--- src/pipe_pkg.sv ---
package pipe_pkg;

  localparam int TAG_W = 8;  // instruction tag width
  localparam int STG_W = 6;  // stall / flush vector width

  // bit positions in the stall and flush vectors, bit 5 is spare
  localparam int STG_PC    = 0;
  localparam int STG_IFID  = 1;
  localparam int STG_IDEX  = 2;
  localparam int STG_EXMEM = 3;
  localparam int STG_MEMWB = 4;

  // instruction class, fixed codes so stimulus files can use plain numbers
  typedef enum logic [2:0] {
    KIND_ALU    = 3'd0,
    KIND_LOAD   = 3'd1,
    KIND_BRANCH = 3'd2,
    KIND_MULDIV = 3'd3,
    KIND_CSR    = 3'd4,
    KIND_ECALL  = 3'd5
  } kind_e;

  // front-end descriptor, IF_ID and ID_EX
  typedef struct packed {
    logic [TAG_W-1:0] tag;
    kind_e            kind;
    logic [4:0]       rd;     // destination, x0 never hazards
    logic [4:0]       rs1;
    logic [4:0]       rs2;
    logic             taken;  // branch outcome, resolved in execute
  } instr_t;

  // back-end descriptor, register numbers no longer needed
  typedef struct packed {
    logic [TAG_W-1:0] tag;
    kind_e            kind;
  } ret_t;

endpackage

--- src/hazard_req_if.sv ---
`timescale 1ns/1ns

// hazard request levels, sources to hazard_ctrl
interface hazard_req_if;

  logic if_wait;      // fetch memory not ready
  logic mem_wait;     // data memory not ready
  logic load_use;     // load in ID_EX feeds IF_ID
  logic jump;         // taken branch in execute
  logic muldiv_busy;  // mul/div still computing
  logic trap_stall;   // csr serialization cycle
  logic trap_flush;   // ecall or csr leaving EX_MEM

  modport ld_src (output load_use);
  // sources below see the waits so they know when EX_MEM / ID_EX really move
  modport md_src (input if_wait, mem_wait, output muldiv_busy);
  modport trap_src (input if_wait, mem_wait, output trap_stall, trap_flush);
  modport ctrl (
    input if_wait, mem_wait, load_use, jump, muldiv_busy, trap_stall, trap_flush
  );

endinterface

--- src/hazard_ctrl.sv ---
`timescale 1ns/1ns

// fixed priority encoder, hazard requests to per-register stall / flush bits
// bit order {spare, MEM_WB, EX_MEM, ID_EX, IF_ID, PC}
module hazard_ctrl (
  input  logic                       rst_i,
  hazard_req_if.ctrl                 req,
  output logic [pipe_pkg::STG_W-1:0] stall_o,
  output logic [pipe_pkg::STG_W-1:0] flush_o
);

  // reset clears every stage register
  localparam logic [pipe_pkg::STG_W-1:0] rst_stall   = 6'b000000;
  localparam logic [pipe_pkg::STG_W-1:0] rst_flush   = 6'b011111;
  // memory wait freezes up to EX_MEM, bubble into MEM_WB
  localparam logic [pipe_pkg::STG_W-1:0] mem_stall   = 6'b001111;
  localparam logic [pipe_pkg::STG_W-1:0] mem_flush   = 6'b010000;
  // ecall leaves EX_MEM, everything younger dropped
  localparam logic [pipe_pkg::STG_W-1:0] ecall_stall = 6'b000000;
  localparam logic [pipe_pkg::STG_W-1:0] ecall_flush = 6'b001110;
  // csr serialization, whole pipe frozen for a cycle
  localparam logic [pipe_pkg::STG_W-1:0] csr_stall   = 6'b111111;
  localparam logic [pipe_pkg::STG_W-1:0] csr_flush   = 6'b001110;
  // taken branch in ID_EX kills IF_ID and the word being fetched
  localparam logic [pipe_pkg::STG_W-1:0] jump_stall  = 6'b000000;
  localparam logic [pipe_pkg::STG_W-1:0] jump_flush  = 6'b000110;
  // mul/div holds front end and ID_EX, bubble to EX_MEM
  localparam logic [pipe_pkg::STG_W-1:0] md_stall    = 6'b000111;
  localparam logic [pipe_pkg::STG_W-1:0] md_flush    = 6'b001000;
  // load-use holds PC and IF_ID, bubble to ID_EX
  localparam logic [pipe_pkg::STG_W-1:0] ld_stall    = 6'b000011;
  localparam logic [pipe_pkg::STG_W-1:0] ld_flush    = 6'b000100;

  logic mem_hold;  // either memory port waiting

  assign mem_hold = req.if_wait | req.mem_wait;

  // later stage wins
  always_comb begin
    if (rst_i) begin
      stall_o = rst_stall;
      flush_o = rst_flush;
    end else if (mem_hold) begin
      stall_o = mem_stall;
      flush_o = mem_flush;
    end else if (req.trap_flush) begin  // memory stage
      stall_o = ecall_stall;
      flush_o = ecall_flush;
    end else if (req.trap_stall) begin
      stall_o = csr_stall;
      flush_o = csr_flush;
    end else if (req.jump) begin  // execute stage
      stall_o = jump_stall;
      flush_o = jump_flush;
    end else if (req.muldiv_busy) begin
      stall_o = md_stall;
      flush_o = md_flush;
    end else if (req.load_use) begin  // decode stage
      stall_o = ld_stall;
      flush_o = ld_flush;
    end else begin
      stall_o = '0;  // free flow
      flush_o = '0;
    end
  end

endmodule

--- src/pipe_stage_reg.sv ---
`timescale 1ns/1ns

// one pipeline register, flush beats stall beats load
module pipe_stage_reg #(
  parameter type payload_t = logic
) (
  input  logic     clk,
  input  logic     rst,
  input  logic     stall_i,  // hold current contents
  input  logic     flush_i,  // load a bubble
  input  logic     valid_i,
  input  payload_t data_i,
  output logic     valid_o,
  output payload_t data_o
);

  // valid is the only control state
  always_ff @(posedge clk) begin
    if (rst || flush_i) begin
      valid_o <= 1'b0;
    end else if (!stall_i) begin
      valid_o <= valid_i;
    end
  end

  // payload only meaningful while valid_o is high
  always_ff @(posedge clk) begin
    if (!stall_i) begin
      data_o <= data_i;
    end
  end

endmodule

--- src/load_use_detect.sv ---
`timescale 1ns/1ns

// load in ID_EX whose result the IF_ID instruction wants next cycle
module load_use_detect (
  input  logic             ifid_valid_i,
  input  pipe_pkg::instr_t ifid_i,
  input  logic             idex_valid_i,
  input  pipe_pkg::instr_t idex_i,
  hazard_req_if.ld_src     req
);

  logic ld_in_ex;  // valid load with a real destination
  logic src_hit;   // either source matches

  assign ld_in_ex = idex_valid_i && idex_i.kind == pipe_pkg::KIND_LOAD
                    && idex_i.rd != 5'd0;

  assign src_hit = (idex_i.rd == ifid_i.rs1) || (idex_i.rd == ifid_i.rs2);

  // one bubble is enough, data forwarded from memory stage afterwards
  assign req.load_use = ld_in_ex && ifid_valid_i && src_hit;

endmodule

--- src/muldiv_seq.sv ---
`timescale 1ns/1ns

// multicycle mul/div timing, busy for MULDIV_CYCLES-1 cycles then release
module muldiv_seq #(
  parameter int MULDIV_CYCLES = 4  // 2 or more
) (
  input  logic            clk,
  input  logic            rst,
  input  logic            idex_valid_i,
  input  pipe_pkg::kind_e idex_kind_i,
  hazard_req_if.md_src    req
);

  localparam int CNT_W = $clog2(MULDIV_CYCLES);

  logic             hit;    // mul/div sitting in ID_EX
  logic             armed;  // counter running or done for this instr
  logic [CNT_W-1:0] cnt;    // busy cycles still to go
  logic             held;   // ID_EX frozen by a memory wait

  assign hit  = idex_valid_i && idex_kind_i == pipe_pkg::KIND_MULDIV;
  assign held = req.if_wait | req.mem_wait;

  // first cycle busy straight away, counter not yet loaded
  assign req.muldiv_busy = hit && (!armed || cnt != '0);

  always_ff @(posedge clk) begin
    if (rst) begin
      armed <= 1'b0;
      cnt   <= '0;
    end else if (!armed) begin
      if (hit) begin
        armed <= 1'b1;
        cnt   <= CNT_W'(MULDIV_CYCLES - 2);  // first busy cycle already spent
      end
    end else if (!hit) begin
      armed <= 1'b0;  // killed by a flush while busy
    end else if (cnt != '0) begin
      cnt <= cnt - 1'b1;
    end else if (!held) begin
      armed <= 1'b0;  // leaves ID_EX this edge, next mul/div starts fresh
    end
  end

endmodule

--- src/mem_trap_unit.sv ---
`timescale 1ns/1ns

// traps taken in the memory stage, looking at EX_MEM
// ecall and csr both drop the three younger instructions as they leave EX_MEM,
// a csr then freezes the pipe one extra cycle
module mem_trap_unit (
  input  logic                        clk,
  input  logic                        rst,
  input  logic                        exmem_valid_i,
  input  pipe_pkg::ret_t              exmem_i,
  hazard_req_if.trap_src              req,
  output logic                        trap_o,
  output logic [pipe_pkg::TAG_W-1:0]  trap_tag_o
);

  logic held;      // EX_MEM frozen by a memory wait
  logic is_ecall;
  logic is_csr;
  logic csr_hold;  // serialization cycle pending

  assign held     = req.if_wait | req.mem_wait;
  assign is_ecall = exmem_valid_i && exmem_i.kind == pipe_pkg::KIND_ECALL;
  assign is_csr   = exmem_valid_i && exmem_i.kind == pipe_pkg::KIND_CSR;

  // only when EX_MEM really advances, so one pulse per instruction
  assign req.trap_flush = (is_ecall || is_csr) && !held;
  assign req.trap_stall = csr_hold;

  assign trap_o     = is_ecall && !held;
  assign trap_tag_o = exmem_i.tag;

  always_ff @(posedge clk) begin
    if (rst) begin
      csr_hold <= 1'b0;
    end else if (is_csr && !held) begin
      csr_hold <= 1'b1;  // csr now in MEM_WB
    end else if (!held) begin
      csr_hold <= 1'b0;  // freeze took effect, a wait would have overridden it
    end
  end

endmodule

--- src/pipe_ctrl_top.sv ---
`timescale 1ns/1ns

// five stage hazard control, descriptors only, no datapath
module pipe_ctrl_top #(
  parameter int MULDIV_CYCLES = 4
) (
  input  logic                       clk,
  input  logic                       rst,
  input  logic                       fetch_valid_i,
  input  pipe_pkg::instr_t           fetch_instr_i,
  output logic                       fetch_ready_o,
  input  logic                       if_wait_i,
  input  logic                       mem_wait_i,
  output logic                       retire_valid_o,
  output logic [pipe_pkg::TAG_W-1:0] retire_tag_o,
  output logic                       trap_o,
  output logic [pipe_pkg::TAG_W-1:0] trap_tag_o,
  output logic [pipe_pkg::STG_W-1:0] stall_o,
  output logic [pipe_pkg::STG_W-1:0] flush_o
);

  logic             ifid_valid;
  pipe_pkg::instr_t ifid_q;
  logic             idex_valid;
  pipe_pkg::instr_t idex_q;
  pipe_pkg::ret_t   exmem_d;      // execute result, narrowed
  logic             exmem_valid;
  pipe_pkg::ret_t   exmem_q;
  logic             memwb_valid;
  pipe_pkg::ret_t   memwb_q;

  hazard_req_if req_if ();

  assign req_if.if_wait  = if_wait_i;
  assign req_if.mem_wait = mem_wait_i;

  // branch resolves in execute
  assign req_if.jump = idex_valid && idex_q.kind == pipe_pkg::KIND_BRANCH && idex_q.taken;

  // PC register modelled by the fetch source itself
  assign fetch_ready_o = ~stall_o[pipe_pkg::STG_PC];

  // register numbers dropped past execute
  assign exmem_d = '{tag: idex_q.tag, kind: idex_q.kind};

  // MEM_WB held during csr freeze, show the instruction once when it leaves
  assign retire_valid_o = memwb_valid && !stall_o[pipe_pkg::STG_MEMWB];
  assign retire_tag_o   = memwb_q.tag;

  hazard_ctrl ctrl0 (
    .rst_i   (rst),
    .req     (req_if.ctrl),
    .stall_o (stall_o),
    .flush_o (flush_o)
  );

  pipe_stage_reg #(.payload_t(pipe_pkg::instr_t)) ifid_reg (
    .clk     (clk),
    .rst     (rst),
    .stall_i (stall_o[pipe_pkg::STG_IFID]),
    .flush_i (flush_o[pipe_pkg::STG_IFID]),
    .valid_i (fetch_valid_i),  // accepted when PC not stalled
    .data_i  (fetch_instr_i),
    .valid_o (ifid_valid),
    .data_o  (ifid_q)
  );

  pipe_stage_reg #(.payload_t(pipe_pkg::instr_t)) idex_reg (
    .clk     (clk),
    .rst     (rst),
    .stall_i (stall_o[pipe_pkg::STG_IDEX]),
    .flush_i (flush_o[pipe_pkg::STG_IDEX]),
    .valid_i (ifid_valid),
    .data_i  (ifid_q),
    .valid_o (idex_valid),
    .data_o  (idex_q)
  );

  pipe_stage_reg #(.payload_t(pipe_pkg::ret_t)) exmem_reg (
    .clk     (clk),
    .rst     (rst),
    .stall_i (stall_o[pipe_pkg::STG_EXMEM]),
    .flush_i (flush_o[pipe_pkg::STG_EXMEM]),
    .valid_i (idex_valid),
    .data_i  (exmem_d),
    .valid_o (exmem_valid),
    .data_o  (exmem_q)
  );

  pipe_stage_reg #(.payload_t(pipe_pkg::ret_t)) memwb_reg (
    .clk     (clk),
    .rst     (rst),
    .stall_i (stall_o[pipe_pkg::STG_MEMWB]),
    .flush_i (flush_o[pipe_pkg::STG_MEMWB]),
    .valid_i (exmem_valid),
    .data_i  (exmem_q),
    .valid_o (memwb_valid),
    .data_o  (memwb_q)
  );

  load_use_detect ld0 (
    .ifid_valid_i (ifid_valid),
    .ifid_i       (ifid_q),
    .idex_valid_i (idex_valid),
    .idex_i       (idex_q),
    .req          (req_if.ld_src)
  );

  muldiv_seq #(.MULDIV_CYCLES(MULDIV_CYCLES)) md0 (
    .clk          (clk),
    .rst          (rst),
    .idex_valid_i (idex_valid),
    .idex_kind_i  (idex_q.kind),
    .req          (req_if.md_src)
  );

  mem_trap_unit trap0 (
    .clk           (clk),
    .rst           (rst),
    .exmem_valid_i (exmem_valid),
    .exmem_i       (exmem_q),
    .req           (req_if.trap_src),
    .trap_o        (trap_o),
    .trap_tag_o    (trap_tag_o)
  );

endmodule

--- config.mk ---
export PLATFORM = sky130hd
export DESIGN_NAME = pipe_ctrl_top
export DESIGN_NICKNAME = d
export VERILOG_FILES = /design/src/pipe_pkg.sv /design/src/hazard_req_if.sv /design/src/hazard_ctrl.sv /design/src/pipe_stage_reg.sv /design/src/load_use_detect.sv /design/src/muldiv_seq.sv /design/src/mem_trap_unit.sv /design/src/pipe_ctrl_top.sv
export SDC_FILE = /design/constraint.sdc
export NUM_CORES = 1
export LEC_CHECK = 0
export BUFFER_PORTS_ARGS = -buffer_cell sky130_fd_sc_hd__buf_4
export CAP_MARGIN = 10
export CORE_MARGIN = 10
export CORE_UTILIZATION = 40
export CTS_CLUSTER_SIZE = 25
export DETAILED_ROUTE_END_ITERATION = 16
export SYNTH_ARGS = -nofsm -noshare
export SYNTH_HDL_FRONTEND = slang
export SYNTH_SLANG_ARGS = --single-unit
--- constraint.sdc ---
create_clock -name clk -period 6.6 [get_ports clk]
set_input_delay 1.32 -clock clk [delete_from_list [all_inputs] [get_ports clk]]
set_output_delay 1.32 -clock clk [all_outputs]
set_load 0.02 [all_outputs]
After elaboration in Yosys (flattened, before gate mapping)
Index checks and enable logic that the tools add are counted.
{"block": "classes", "add_sub_neg": 1, "n_eq_ne": 9, "muxes": 25, "n_bitwise": 2, "n_reduce_logical": 27}
{"op": "two-way mux 6 bit", "count": 12}
{"op": "logical AND 1 bit", "count": 14}
{"op": "equality test 5 bit", "count": 2}
{"op": "two-way mux 2 bit", "count": 5}
{"op": "logical OR 1 bit", "count": 7}
{"op": "two-way mux 1 bit", "count": 7}
{"op": "equality test 3 x 2 -> 1 bit, second input constant", "count": 2}
{"op": "equality test 3 bit, second input constant", "count": 2}
{"op": "nonzero test 5 bit", "count": 1}
{"op": "equality test 3 x 1 -> 1 bit, second input constant", "count": 1}
{"op": "logical NOT 1 bit", "count": 3}
{"op": "two-way mux 3 bit", "count": 1}
{"op": "inequality test 2 x 1 -> 1 bit, second input constant", "count": 1}
{"op": "inequality test 2 bit, second input constant", "count": 1}
{"op": "AND reduction 2 bit", "count": 1}
{"op": "nonzero test 2 bit", "count": 1}
{"op": "subtractor 2 x 1 -> 2 bit, second input constant", "count": 1}
{"op": "inverter 1 bit", "count": 1}
{"op": "bitwise OR 1 bit", "count": 1}
{"block": "totals", "ff_bits": 71, "inputBits": 32, "word_cells": 84}

Longest topological paths before layout
Gate-level depths: netlist of the first run.
{"block": "depth", "depth_word": 14, "ltp_mapped": 7, "ltp_nobuf": 6}

Cells and area by module
Synthesis of the first run repeated with hierarchy kept, for this count alone.
{"block": "hier_totals", "cells_unflattened": 171, "hier_area_um2": 3062.9}
{"mod": "pipe_stage_reg (idex_reg ...)", "n_inst": 2, "cells_per_inst": 31, "area_each_um2": 854.6}
{"mod": "pipe_stage_reg (exmem_reg ...)", "n_inst": 2, "cells_per_inst": 15, "area_each_um2": 374.1}
{"mod": "muldiv_seq", "n_inst": 1, "cells_per_inst": 17, "area_each_um2": 165.2}
{"mod": "hazard_ctrl", "n_inst": 1, "cells_per_inst": 23, "area_each_um2": 147.6}
{"mod": "load_use_detect", "n_inst": 1, "cells_per_inst": 19, "area_each_um2": 137.6}
{"mod": "mem_trap_unit", "n_inst": 1, "cells_per_inst": 16, "area_each_um2": 132.6}
{"mod": "pipe_ctrl_top", "n_inst": 1, "cells_per_inst": 4, "area_each_um2": 22.5}

Least setup slack after synthesis of the first run
Ideal clock, no wire load.
{"block": "synth_timing", "path_kind": "in2reg", "start": "in mem_wait_i", "end": "reg ifid_reg.data_o[0] (netlist bit) (enable)", "arrival_time_ps": 3408, "slack_ps": 2764, "stages": 4, "path_cell_list": "nor4b_2 -> a21oi_2 -> o31a_2 -> a31oi_1"}
{"block": "synth_between", "elab_chain_len": 6}
{"item": "start: declaration", "line_no": "pipe_ctrl_top.sv:13", "text": "input logic mem_wait_i,"}
{"item": "bitwise OR 1 bit *", "line_no": "hazard_ctrl.sv:36, mem_trap_unit.sv:21"}
{"item": "logical NOT 1 bit"}
{"item": "logical AND 1 bit", "line_no": "mem_trap_unit.sv:26", "text": "assign req.trap_flush = (is_ecall || is_csr) && !held;"}
{"item": "two-way mux 6 bit", "line_no": "hazard_ctrl.sv:46", "text": "end else if (req.trap_flush) begin"}
{"item": "two-way mux 6 bit *", "line_no": "hazard_ctrl.sv:43", "text": "end else if (mem_hold) begin"}
{"item": "two-way mux 6 bit *", "line_no": "hazard_ctrl.sv:40", "text": "if (rst_i) begin"}
{"item": "end signal: assignment", "line_no": "pipe_stage_reg.sv:29", "text": "data_o <= data_i;"}
{"item": "end: declaration", "line_no": "pipe_stage_reg.sv:14", "text": "output payload_t data_o"}
Mark *: on every way between the ends. The rest lies on a longest branch, timed or not.
A chain may end at the register's enable or synchronous reset.

Worst setup path in the final report of the first run
{"block": "layout_timing", "start": "in mem_wait_i", "end": "out retire_valid_o"}
{"block": "layout_between", "elab_chain_len": 8}
{"item": "bitwise OR 1 bit *", "line_no": "hazard_ctrl.sv:36, mem_trap_unit.sv:21"}
{"item": "logical NOT 1 bit"}
{"item": "logical AND 1 bit", "line_no": "mem_trap_unit.sv:26"}
{"item": "two-way mux 6 bit", "line_no": "hazard_ctrl.sv:46"}
{"item": "two-way mux 6 bit *", "line_no": "hazard_ctrl.sv:43"}
{"item": "two-way mux 6 bit *", "line_no": "hazard_ctrl.sv:40"}
{"item": "logical NOT 1 bit *"}
{"item": "logical AND 1 bit *", "line_no": "pipe_ctrl_top.sv:47", "text": "assign retire_valid_o = memwb_valid && !stall_o[pipe_pkg::STG_MEMWB];"}
{"item": "end: declaration", "line_no": "pipe_ctrl_top.sv:14", "text": "output logic retire_valid_o,"}
Marks and branches as above.

==> results.json, run 1 <==
{
  "max_freq_mhz": 250,
  "clock_path_buffers": 2,
  "num_rows": 29,
  "drcViolationCount": 0,
  "synth_fp_nets": 199,
  "drt-pass1-iter-count": 4,
  "p_leak_nw": 1.26,
  "fin_crit_ns": 4.00,
  "cts_buffers": 9,
  "synth_most_common_cell": "edfxtp_1",
  "cts_sinks": 71,
  "yosys_warnings": 0,
  "multi_input_area_sq_um": 465,
  "relSlewSlack_pct": 55.1,
  "synth_edf_count": 63,
  "powerDensity_mw_per_mm2": 294,
  "dpl.hpwl_microns": 3400,
  "ys_top_cells_by_count": "63 x edfxtp_1, 20 x buf_4, 10 x xnor2_1, 9 x nor2_1, 8 x dfxtp_1",
  "min_path_type": "register to register",
  "grt.overflow.total": 0,
  "synth_top_area_cell": "edfxtp_1",
  "hold_viol": 0,
  "synthCells": 166,
  "antenna_found_initial": 0,
  "synth_top_area_share_pct": 70.3,
  "syn_area_sq_mm": 0.00269,
  "post-cts-setup-buffer-count": 0,
  "cts_htree_levels": 3,
  "via_per_inst": 4.67,
  "dr_total_vias": 1397,
  "clock_latency_ns": 0.33,
  "fillers": 571,
  "ys_seq_elements": 71,
  "rsz0062_at_grt": "no",
  "post-route-period-util_pct": 60.6,
  "min-delay-start": "idex_reg.data_o[22]",
  "ff_latch_area_sq_mm": 0.00205,
  "min_to": "exmem_reg.data_o[6]",
  "synth_cell_types": 32,
  "port_buffers": 61,
  "rrSetupSlack_ns": 4.45,
  "slew_violations": 0,
  "grt_pass1_vias": 1452,
  "startpoint_type": "input pin",
  "r2r-start": "idex_reg.data_o[12]",
  "async_flop_share_pct": 0,
  "vdd_ir_drop_max_v": 0.000182,
  "ys.flop_type": "edfxtp_1",
  "worst_path_max_delay_cell": "nand3_1",
  "drive_above_1_share_pct": 38.7,
  "die_w_microns": 102,
  "design_power_total_uw": 975,
  "ant_nets": 0,
  "path_cells": "buf_4 > or2_4 > nor2_1 > nand3_1 > and2_1 > buf_4",
  "criticalPathCategory": "input pin to output port",
  "setup_tns_ns": 0,
  "rr_endpoint": "ifid_reg.data_o[21]",
  "start_util_pct": 41.7,
  "die_h_microns": 102,
  "setup_violations": 0,
  "worstMarginPinSlew_ns": 0.673,
  "skew_ns": 0.00865,
  "netlist_top_cells_area": "edfxtp_1 70%, dfxtp_1 6.0%, buf_4 5.6%",
  "worstPathMaxFanout": 10,
  "coreArea_sq_mm": 0.00646,
  "hold_buffers": 0,
  "area_growth_pct": 23.2,
  "avgSynthCellArea_sq_um": 16.2,
  "wirelength_microns": 4490,
  "grt_pass1_wl_microns": 7010,
  "fin_nets": 251,
  "diodes": 0,
  "whs_path_depth": 0,
  "clk_pin_slew_ns": 0.07,
  "post_cts_resize_count": 0,
  "gp_congestion": 0.717,
  "worst_r2r_path_depth": 5,
  "root_buffer": "clkbuf_8",
  "critPathArrivalTime_ns": 2.68,
  "critPathMaxStageDelay_ns": 0.36,
  "io_pins": 63,
  "drt_iter0_markers": 39,
  "yosysSeqAreaShare_pct": 76.2,
  "critPathCaptureType": "output port",
  "status": "complete, no violations",
  "cp.required_ns": 5.28,
  "grt_max_degree": 28,
  "wl_per_cell_microns": 15.0,
  "cts_tree": "built",
  "crit_path_frequent_cell": "buf_4",
  "groute.usage.overall_pct": 8.78,
  "die_area_sq_mm": 0.0104,
  "cap_violations": 0
}
[kinds of logic (layout without fill, tap and decap cells)]
logic type,Yosys count,after routing,share of synthesized area [%]
AO/OA/AOI/OAI,19,19,5.35
XOR/XNOR,10,10,3.25
adder cells (fa/ha/maj),1,1,0.465
buffers and inverters,28,84,6.69
flip-flops,71,71,76.2
multiplexers,2,2,0.744
other,1,1,0.139
AND/OR/NAND/NOR,34,34,7.11
[flip-flops by register name, indices dropped and copies added, names as in the netlist]
name,flops
ifid_reg.data_o,27
ifid_reg.valid_o,1
idex_reg.valid_o,1
idex_reg.data_o,17
trap0.req.trap_stall,1
exmem_reg.data_o,11
md0.cnt,2
exmem_reg.valid_o,1
memwb_reg.data_o,8
md0.armed,1
memwb_reg.valid_o,1
[per-layer routing]
layer / global-route usage (%) / vias up / wire length, microns / share of wire [%]
li1: - / 690 / - / -
met4: 1.95 / 0 / 25 / 0.56
met3: 5.80 / 4 / 493 / 11
met1: 8.88 / 650 / 1760 / 39
met5: 0 / - / 0 / 0
met2: 14.9 / 53 / 2210 / 49
[per-stage QoR]
| step | setup slack, ns | hold slack (ns) | std cells | util (%) | cell area, sq um |
|---|---|---|---|---|---|
| floorplan | 2.76 | 0.400 | 166 | - | 2690 |
| global placement | 2.64 | 0.403 | 284 | 48.1 | 3110 |
| detailed placement | 2.57 | 0.405 | 284 | 48.1 | 3110 |
| CTS | 2.58 | 0.413 | 299 | 51.3 | 3320 |
| global route | 2.46 | 0.417 | 299 | 51.3 | 3320 |
| finish | 2.60 | 0.411 | 299 | 51.3 | 3320 |
[placed cells by master (no fill, tap or decap), types with 2 or more instances in the layout]
cell type and instances:
clkbuf_8 9, nand2_1 7, inv_1 7, a21oi_2 2, a21oi_1 5, dfxtp_1 8, nor2_1 9, mux2i_1 2
nand3_1 4, xnor2_1 10, bufinv_16 2, o21ai_0 3, clkinv_2 2, nand3b_1 3, nand2b_1 3, buf_4 62
a311oi_1 3, edfxtp_1 63
[worst max-delay path, delay by kind of cell]
| kind | cells | cell delay (ns) |
|---|---|---|
| buffers and inverters | 2 | 0.27 |
| AND/OR/NAND/NOR | 4 | 1.09 |
[report_power, final]
group,switching [mW],total (mW),internal (mW)
Sequential,0.0130,0.538,0.525
Combinational,0.0417,0.0785,0.0368
Clock,0.149,0.358,0.210
Total,0.203,0.975,0.771
[how the worst max path moves through the flow]
stage / start / endpoint / slack, ns
final: mem_wait_i / retire_valid_o / 2.60
after global routing: mem_wait_i / retire_valid_o / 2.46
after CTS: mem_wait_i / retire_valid_o / 2.58
after detailed placement: mem_wait_i / retire_valid_o / 2.57
after global placement: mem_wait_i / retire_valid_o / 2.64
after floorplan: mem_wait_i / ifid_reg.data_o[0] / 2.76
[area by class of cell]
class                      instances  share of cell area (%)
sequential                        71                    61.9
multi-input combinational         67                    14.0
timing repair buffer              62                    14.0
clock buffer                       9                    3.74
tap                               77                    2.91
clock inverter                     6                    2.60
inverter                           7                   0.792
Note: power is estimated with default switching activity, not from simulation.
==> inputs of run 2 (changes only) <==
==> constraint.sdc (replaced) <==
create_clock -name clk -period 3.3 [get_ports clk]
set_input_delay 0.66 -clock clk [delete_from_list [all_inputs] [get_ports clk]]
set_output_delay 0.66 -clock clk [all_outputs]
set_load 0.02 [all_outputs]
==> run 2 against run 1 <==
Effect of this change: register-to-register slack got worse by 3.3 ns; clock power rose by 86%; flip-flop and latch count did not move; core utilization fell by 0.058 points; sequential power rose by 100%; die area did not move; largest cell class unchanged.
==> results.json, run 2 (synthesized netlist as in run 1, its figures left out) <==
{
  "drcViolationCount": 0,
  "startpoint": "idex_reg.data_o[12]",
  "startpoint_type": "register",
  "clock_path_buffers": 2,
  "cap_violations": 0,
  "wl_per_cell_microns": 14.9,
  "grt_max_degree": 28,
  "gp_congestion": 0.775,
  "post-route-period-util_pct": 81.2,
  "powerDensity_mw_per_mm2": 573,
  "cts_buffers": 9,
  "num_rows": 29,
  "endpoint": "stall_o[1]",
  "fin_cells": 301,
  "slew_violations": 0,
  "diodes": 0,
  "port_buffers": 61,
  "critPathArrivalTime_ns": 2.02,
  "root_buffer": "clkbuf_8",
  "setup_tns_ns": 0,
  "drt-pass1-iter-count": 4,
  "dpl.hpwl_microns": 3410,
  "groute.usage.overall_pct": 8.87,
  "max_freq_mhz": 373,
  "vdd_ir_drop_max_v": 0.000293,
  "critPathMaxStageDelay_ns": 0.53,
  "grt_pass1_vias": 1479,
  "placed_cell_area_sq_mm": 0.00311,
  "setup_violations": 0,
  "dr_total_vias": 1426,
  "cts_htree_levels": 3,
  "cts_tree": "built",
  "final_area_sq_mm": 0.00331,
  "grt.overflow.total": 0,
  "die_area_sq_mm": 0.0104,
  "rr_endpoint": "ifid_reg.data_o[22]",
  "via_per_inst": 4.74,
  "rrSetupSlack_ns": 1.19,
  "fin_crit_ns": 2.68,
  "skew_ns": 0.00755,
  "hold_viol": 0,
  "die_w_microns": 102,
  "hold_buffers": 0,
  "fin_nets": 252,
  "setup_slack_ns": 0.621,
  "design_power_total_mw": 1.90,
  "whs_ns": 0.417,
  "status": "complete, no violations",
  "reg_top3": "ifid_reg.data_o (27), idex_reg.data_o (17), exmem_reg.data_o (11)",
  "start_util_pct": 41.7,
  "placedCellCount": 285,
  "worst_r2r_path_depth": 5,
  "clock_latency_ns": 0.34,
  "coreArea_sq_mm": 0.00646,
  "area_growth_pct": 23.1,
  "utilization_pct": 51.3,
  "worstPathMaxFanout": 4,
  "worst_path_max_delay_cell": "or4_1",
  "r2r-start": "idex_reg.data_o[12]",
  "min_path_type": "register to register",
  "grt_pass1_wl_microns": 6930,
  "p_leak_nw": 1.25,
  "layout_common_cells": "63 x edfxtp_1, 63 x buf_4, 10 x xnor2_1",
  "dp_slack_ns": 0.716,
  "antenna_found_initial": 0,
  "relSlewSlack_pct": 53.5,
  "die_h_microns": 102,
  "worstMarginPinSlew_ns": 0.697,
  "post-cts-setup-buffer-count": 0,
  "critPathCaptureType": "output port",
  "cts_sinks": 71,
  "post_cts_resize_count": 0,
  "rsz0062_at_grt": "no",
  "ant_nets": 0,
  "path_cells": "or4_1 > nor2_1 > nor4_2 > a31oi_4 > inv_1 > buf_4",
  "drive_above_1_share_pct": 38.8,
  "top_register": "ifid_reg.data_o",
  "criticalPathCategory": "register to output port",
  "cp.required_ns": 2.64,
  "io_pins": 63,
  "wirelength_microns": 4490,
  "drt_iter0_markers": 19,
  "largest_register_ffs": 27,
  "clk_pin_slew_ns": 0.08
}
## run 2: area by class of cell
cell class | count | area, sq um
clock buffers | 10 | 128
clock inverters | 6 | 71.3
fillers | 537 | 3150
inverters | 7 | 26.3
multi-input cells | 67 | 465
flip-flops and latches | 71 | 2050
well taps | 77 | 96.3
repair buffers | 63 | 473
## run 2: worst min-delay path by stage
stage,start,to,slack (ns),depth (start not counted)
2_1_floorplan,idex_reg.data_o[26],exmem_reg.data_o[10],0.40,0
3_3_place_gp,ifid_reg.data_o[13],idex_reg.data_o[13],0.40,0
3_5_place_dp,idex_reg.data_o[19],exmem_reg.data_o[3],0.40,0
4_1_cts,idex_reg.data_o[22],exmem_reg.data_o[6],0.42,0
5_1_grt,idex_reg.data_o[22],exmem_reg.data_o[6],0.42,0
6_report,idex_reg.data_o[22],exmem_reg.data_o[6],0.42,0
## run 2: per-layer routing
layer  vias to the layer above  wire (microns)  global-route usage (%)
li1                        697               -                       -
met1                       668            1730                    8.64
met2                        57            2260                    14.4
met3                         4             465                    6.14
met4                         0              31                    3.80
met5                         -               0                       0
## run 2: where the power goes
group	leakage [nW]	internal, mW	switching (mW)	total, mW
registers	0.699	1.05	0.0260	1.08
logic	0.459	0.0736	0.0837	0.157
clock network	0.0927	0.352	0.314	0.667
total	1.25	1.48	0.424	1.90
## run 2: critical path, delay by kind of cell (launching register included)
| kind | cells | cell delay [ns] |
|---|---|---|
| flops | 1 | 0.44 |
| simple gates | 3 | 0.78 |
| compound gates | 1 | 0.22 |
| buf+inv | 2 | 0.24 |
==> inputs of run 3 (changes only) <==
--- a/config.mk
+++ b/config.mk
@@ -5,6 +5,7 @@
 export SDC_FILE = /design/constraint.sdc
 export NUM_CORES = 1
 export LEC_CHECK = 0
+export ABC_AREA = 1
 export BUFFER_PORTS_ARGS = -buffer_cell sky130_fd_sc_hd__buf_4
 export CAP_MARGIN = 10
 export CORE_MARGIN = 10
==> constraint.sdc (replaced) <==
create_clock -name clk -period 2.79 [get_ports clk]
set_input_delay 0.558 -clock clk [delete_from_list [all_inputs] [get_ports clk]]
set_output_delay 0.558 -clock clk [all_outputs]
set_load 0.02 [all_outputs]
==> run 3 against run 2 <==
Effect of this change: hold slack got worse by 0.034 ns; global-route usage increased by 0.22 points; cell area increased by 1.8%; flip-flop and latch count unchanged.
==> results.json, run 3 <==
{
  "hold_viol": 0,
  "clock_latency_ns": 0.35,
  "rrSetupSlack_ns": 0.95,
  "hold_buffers": 0,
  "setup_slack_ns": 0.420,
  "cts_sinks": 71,
  "port_buffers": 61,
  "grt.overflow.total": 0,
  "dpl.hpwl_microns": 3410,
  "critPathArrivalTime_ns": 1.81,
  "largest_register_ffs": 27,
  "ys_seq_elements": 71,
  "coreArea_sq_mm": 0.00676,
  "synth_edf_count": 63,
  "critPathCaptureType": "output port",
  "yosys_warnings": 0,
  "max_freq_mhz": 422,
  "post-route-period-util_pct": 84.9,
  "die_area_sq_mm": 0.0106,
  "powerDensity_mw_per_mm2": 660,
  "min_path_type": "input pin to register",
  "fin_crit_ns": 2.37,
  "slew_violations": 0,
  "cp.required_ns": 2.23,
  "drt_iter0_markers": 51,
  "post_cts_resize_count": 0,
  "grt_max_degree": 28,
  "ys.flop_type": "edfxtp_1",
  "min-delay-start": "fetch_instr_i[1]",
  "p_leak_nw": 1.44,
  "die_h_microns": 103,
  "post-cts-setup-buffer-count": 0,
  "async_flop_share_pct": 0,
  "setup_violations": 0,
  "cts_buffers": 9,
  "via_per_inst": 4.41,
  "top_register": "ifid_reg.data_o",
  "gp_congestion": 0.788,
  "root_buffer": "clkbuf_8",
  "min_to": "ifid_reg.data_o[1]",
  "antenna_found_initial": 0,
  "synth_top_area_cell": "edfxtp_1",
  "ys_top_cells_by_count": "63 x edfxtp_1, 39 x nand2_1, 29 x inv_1, 20 x buf_4, 13 x nor2_1",
  "ant_nets": 0,
  "dp_slack_ns": 0.383,
  "wirelength_microns": 4600,
  "yosysSeqAreaShare_pct": 74.3,
  "final_area_sq_mm": 0.00337,
  "vdd_ir_drop_max_v": 0.000312,
  "whs_path_depth": 1,
  "syn_area_sq_mm": 0.00276,
  "cap_violations": 0,
  "cts_htree_levels": 3,
  "drive_above_1_share_pct": 33.3,
  "start_util_pct": 40.9,
  "clock_path_buffers": 2,
  "placedCellCount": 334,
  "wl_per_cell_microns": 13.1,
  "rsz0062_at_grt": "no",
  "synth_fp_nets": 244,
  "area_growth_pct": 22.1,
  "grt_pass1_wl_microns": 7180,
  "skew_ns": 0.0106,
  "status": "complete, no violations",
  "drcViolationCount": 0,
  "worstPathMaxFanout": 9,
  "setup_tns_ns": 0,
  "whs_ns": 0.383,
  "cts_tree": "built",
  "r2r-start": "idex_reg.data_o[18]",
  "drt-pass1-iter-count": 4,
  "layout_common_cells": "63 x edfxtp_1, 63 x buf_4, 39 x nand2_1",
  "grt_pass1_vias": 1601,
  "clk_pin_slew_ns": 0.08,
  "worst_r2r_path_depth": 7,
  "netlist_top_cells_area": "edfxtp_1 69%, dfxtp_1 5.8%, buf_4 5.4%",
  "dr_total_vias": 1542,
  "synth_top_area_share_pct": 68.5,
  "diodes": 0,
  "criticalPathCategory": "input pin to output port",
  "startpoint_type": "input pin",
  "synth_most_common_cell": "edfxtp_1",
  "reg_top3": "ifid_reg.data_o (27), idex_reg.data_o (17), exmem_reg.data_o (11)",
  "groute.usage.overall_pct": 9.09,
  "fin_nets": 298,
  "synth_cell_types": 25,
  "die_w_microns": 103,
  "placed_cell_area_sq_mm": 0.00318,
  "avgSynthCellArea_sq_um": 13.1,
  "fin_cells": 350,
  "num_rows": 30,
  "synthCells": 211,
  "io_pins": 63,
  "rr_endpoint": "ifid_reg.data_o[25]"
}
run 3: critical path, cell delays in order:
cell and delay, ns:
buf_4 0.12, nor2_4 0.22, inv_2 0.07, nor2_1 0.08
inv_1 0.07, nor2_1 0.20, inv_1 0.21, nand2_1 0.10
inv_1 0.04, buf_4 0.14
run 3: cells by family (layout without fill, tap and decap cells):
group / Yosys count / count (layout) / share of synthesized area [%]
flip-flops: 71 / 71 / 74.3
AND/OR/NAND/NOR: 70 / 70 / 11.6
buffers and inverters: 52 / 111 / 9.83
AO/OA/AOI/OAI: 14 / 14 / 3.08
XOR/XNOR: 2 / 2 / 0.634
adder cells (fa/ha/maj): 1 / 1 / 0.453
other: 1 / 1 / 0.136
run 3: layout make-up:
class / count / area [sq um]
Clock buffer: 9 / 124
Clock inverter: 7 / 62.6
Fill cell: 599 / 3390
Inverter: 32 / 121
Multi-Input combinational cell: 88 / 438
Sequential cell: 71 / 2050
Tap cell: 80 / 100
Timing Repair Buffer: 63 / 473
run 3: metal layers:
layer	up-vias	routed length, microns	global-route usage [%]
met5	-	0	0
met4	0	76	5.13
met3	8	485	5.56
met2	48	2120	12.9
met1	696	1920	10.3
li1	790	-	-
run 3: per-stage QoR:
stage | power (mW) | util [%]
finish | 2.23 | 49.9
global route | 2.34 | 49.9
CTS | 2.27 | 49.9
detailed placement | 1.50 | 47.1
global placement | 1.49 | 47.1
floorplan | 1.42 | -
run 3: worst max path at each step:
stage | depth (start not counted) | slack (ns) | endpoint | startpoint
6_report | 10 | 0.42 | retire_valid_o | mem_wait_i
5_1_grt | 10 | 0.13 | retire_valid_o | mem_wait_i
4_1_cts | 10 | 0.38 | retire_valid_o | mem_wait_i
3_5_place_dp | 10 | 0.38 | retire_valid_o | mem_wait_i
3_3_place_gp | 10 | 0.47 | retire_valid_o | mem_wait_i
2_1_floorplan | 7 | 0.51 | ifid_reg.data_o[0] | mem_wait_i
run 3: report_power, final:
group          switching, mW  leakage [nW]  internal (mW)
clock network          0.416        0.0927          0.340
registers             0.0294         0.699           1.24
logic                  0.112         0.645         0.0848
total                  0.558          1.44           1.67
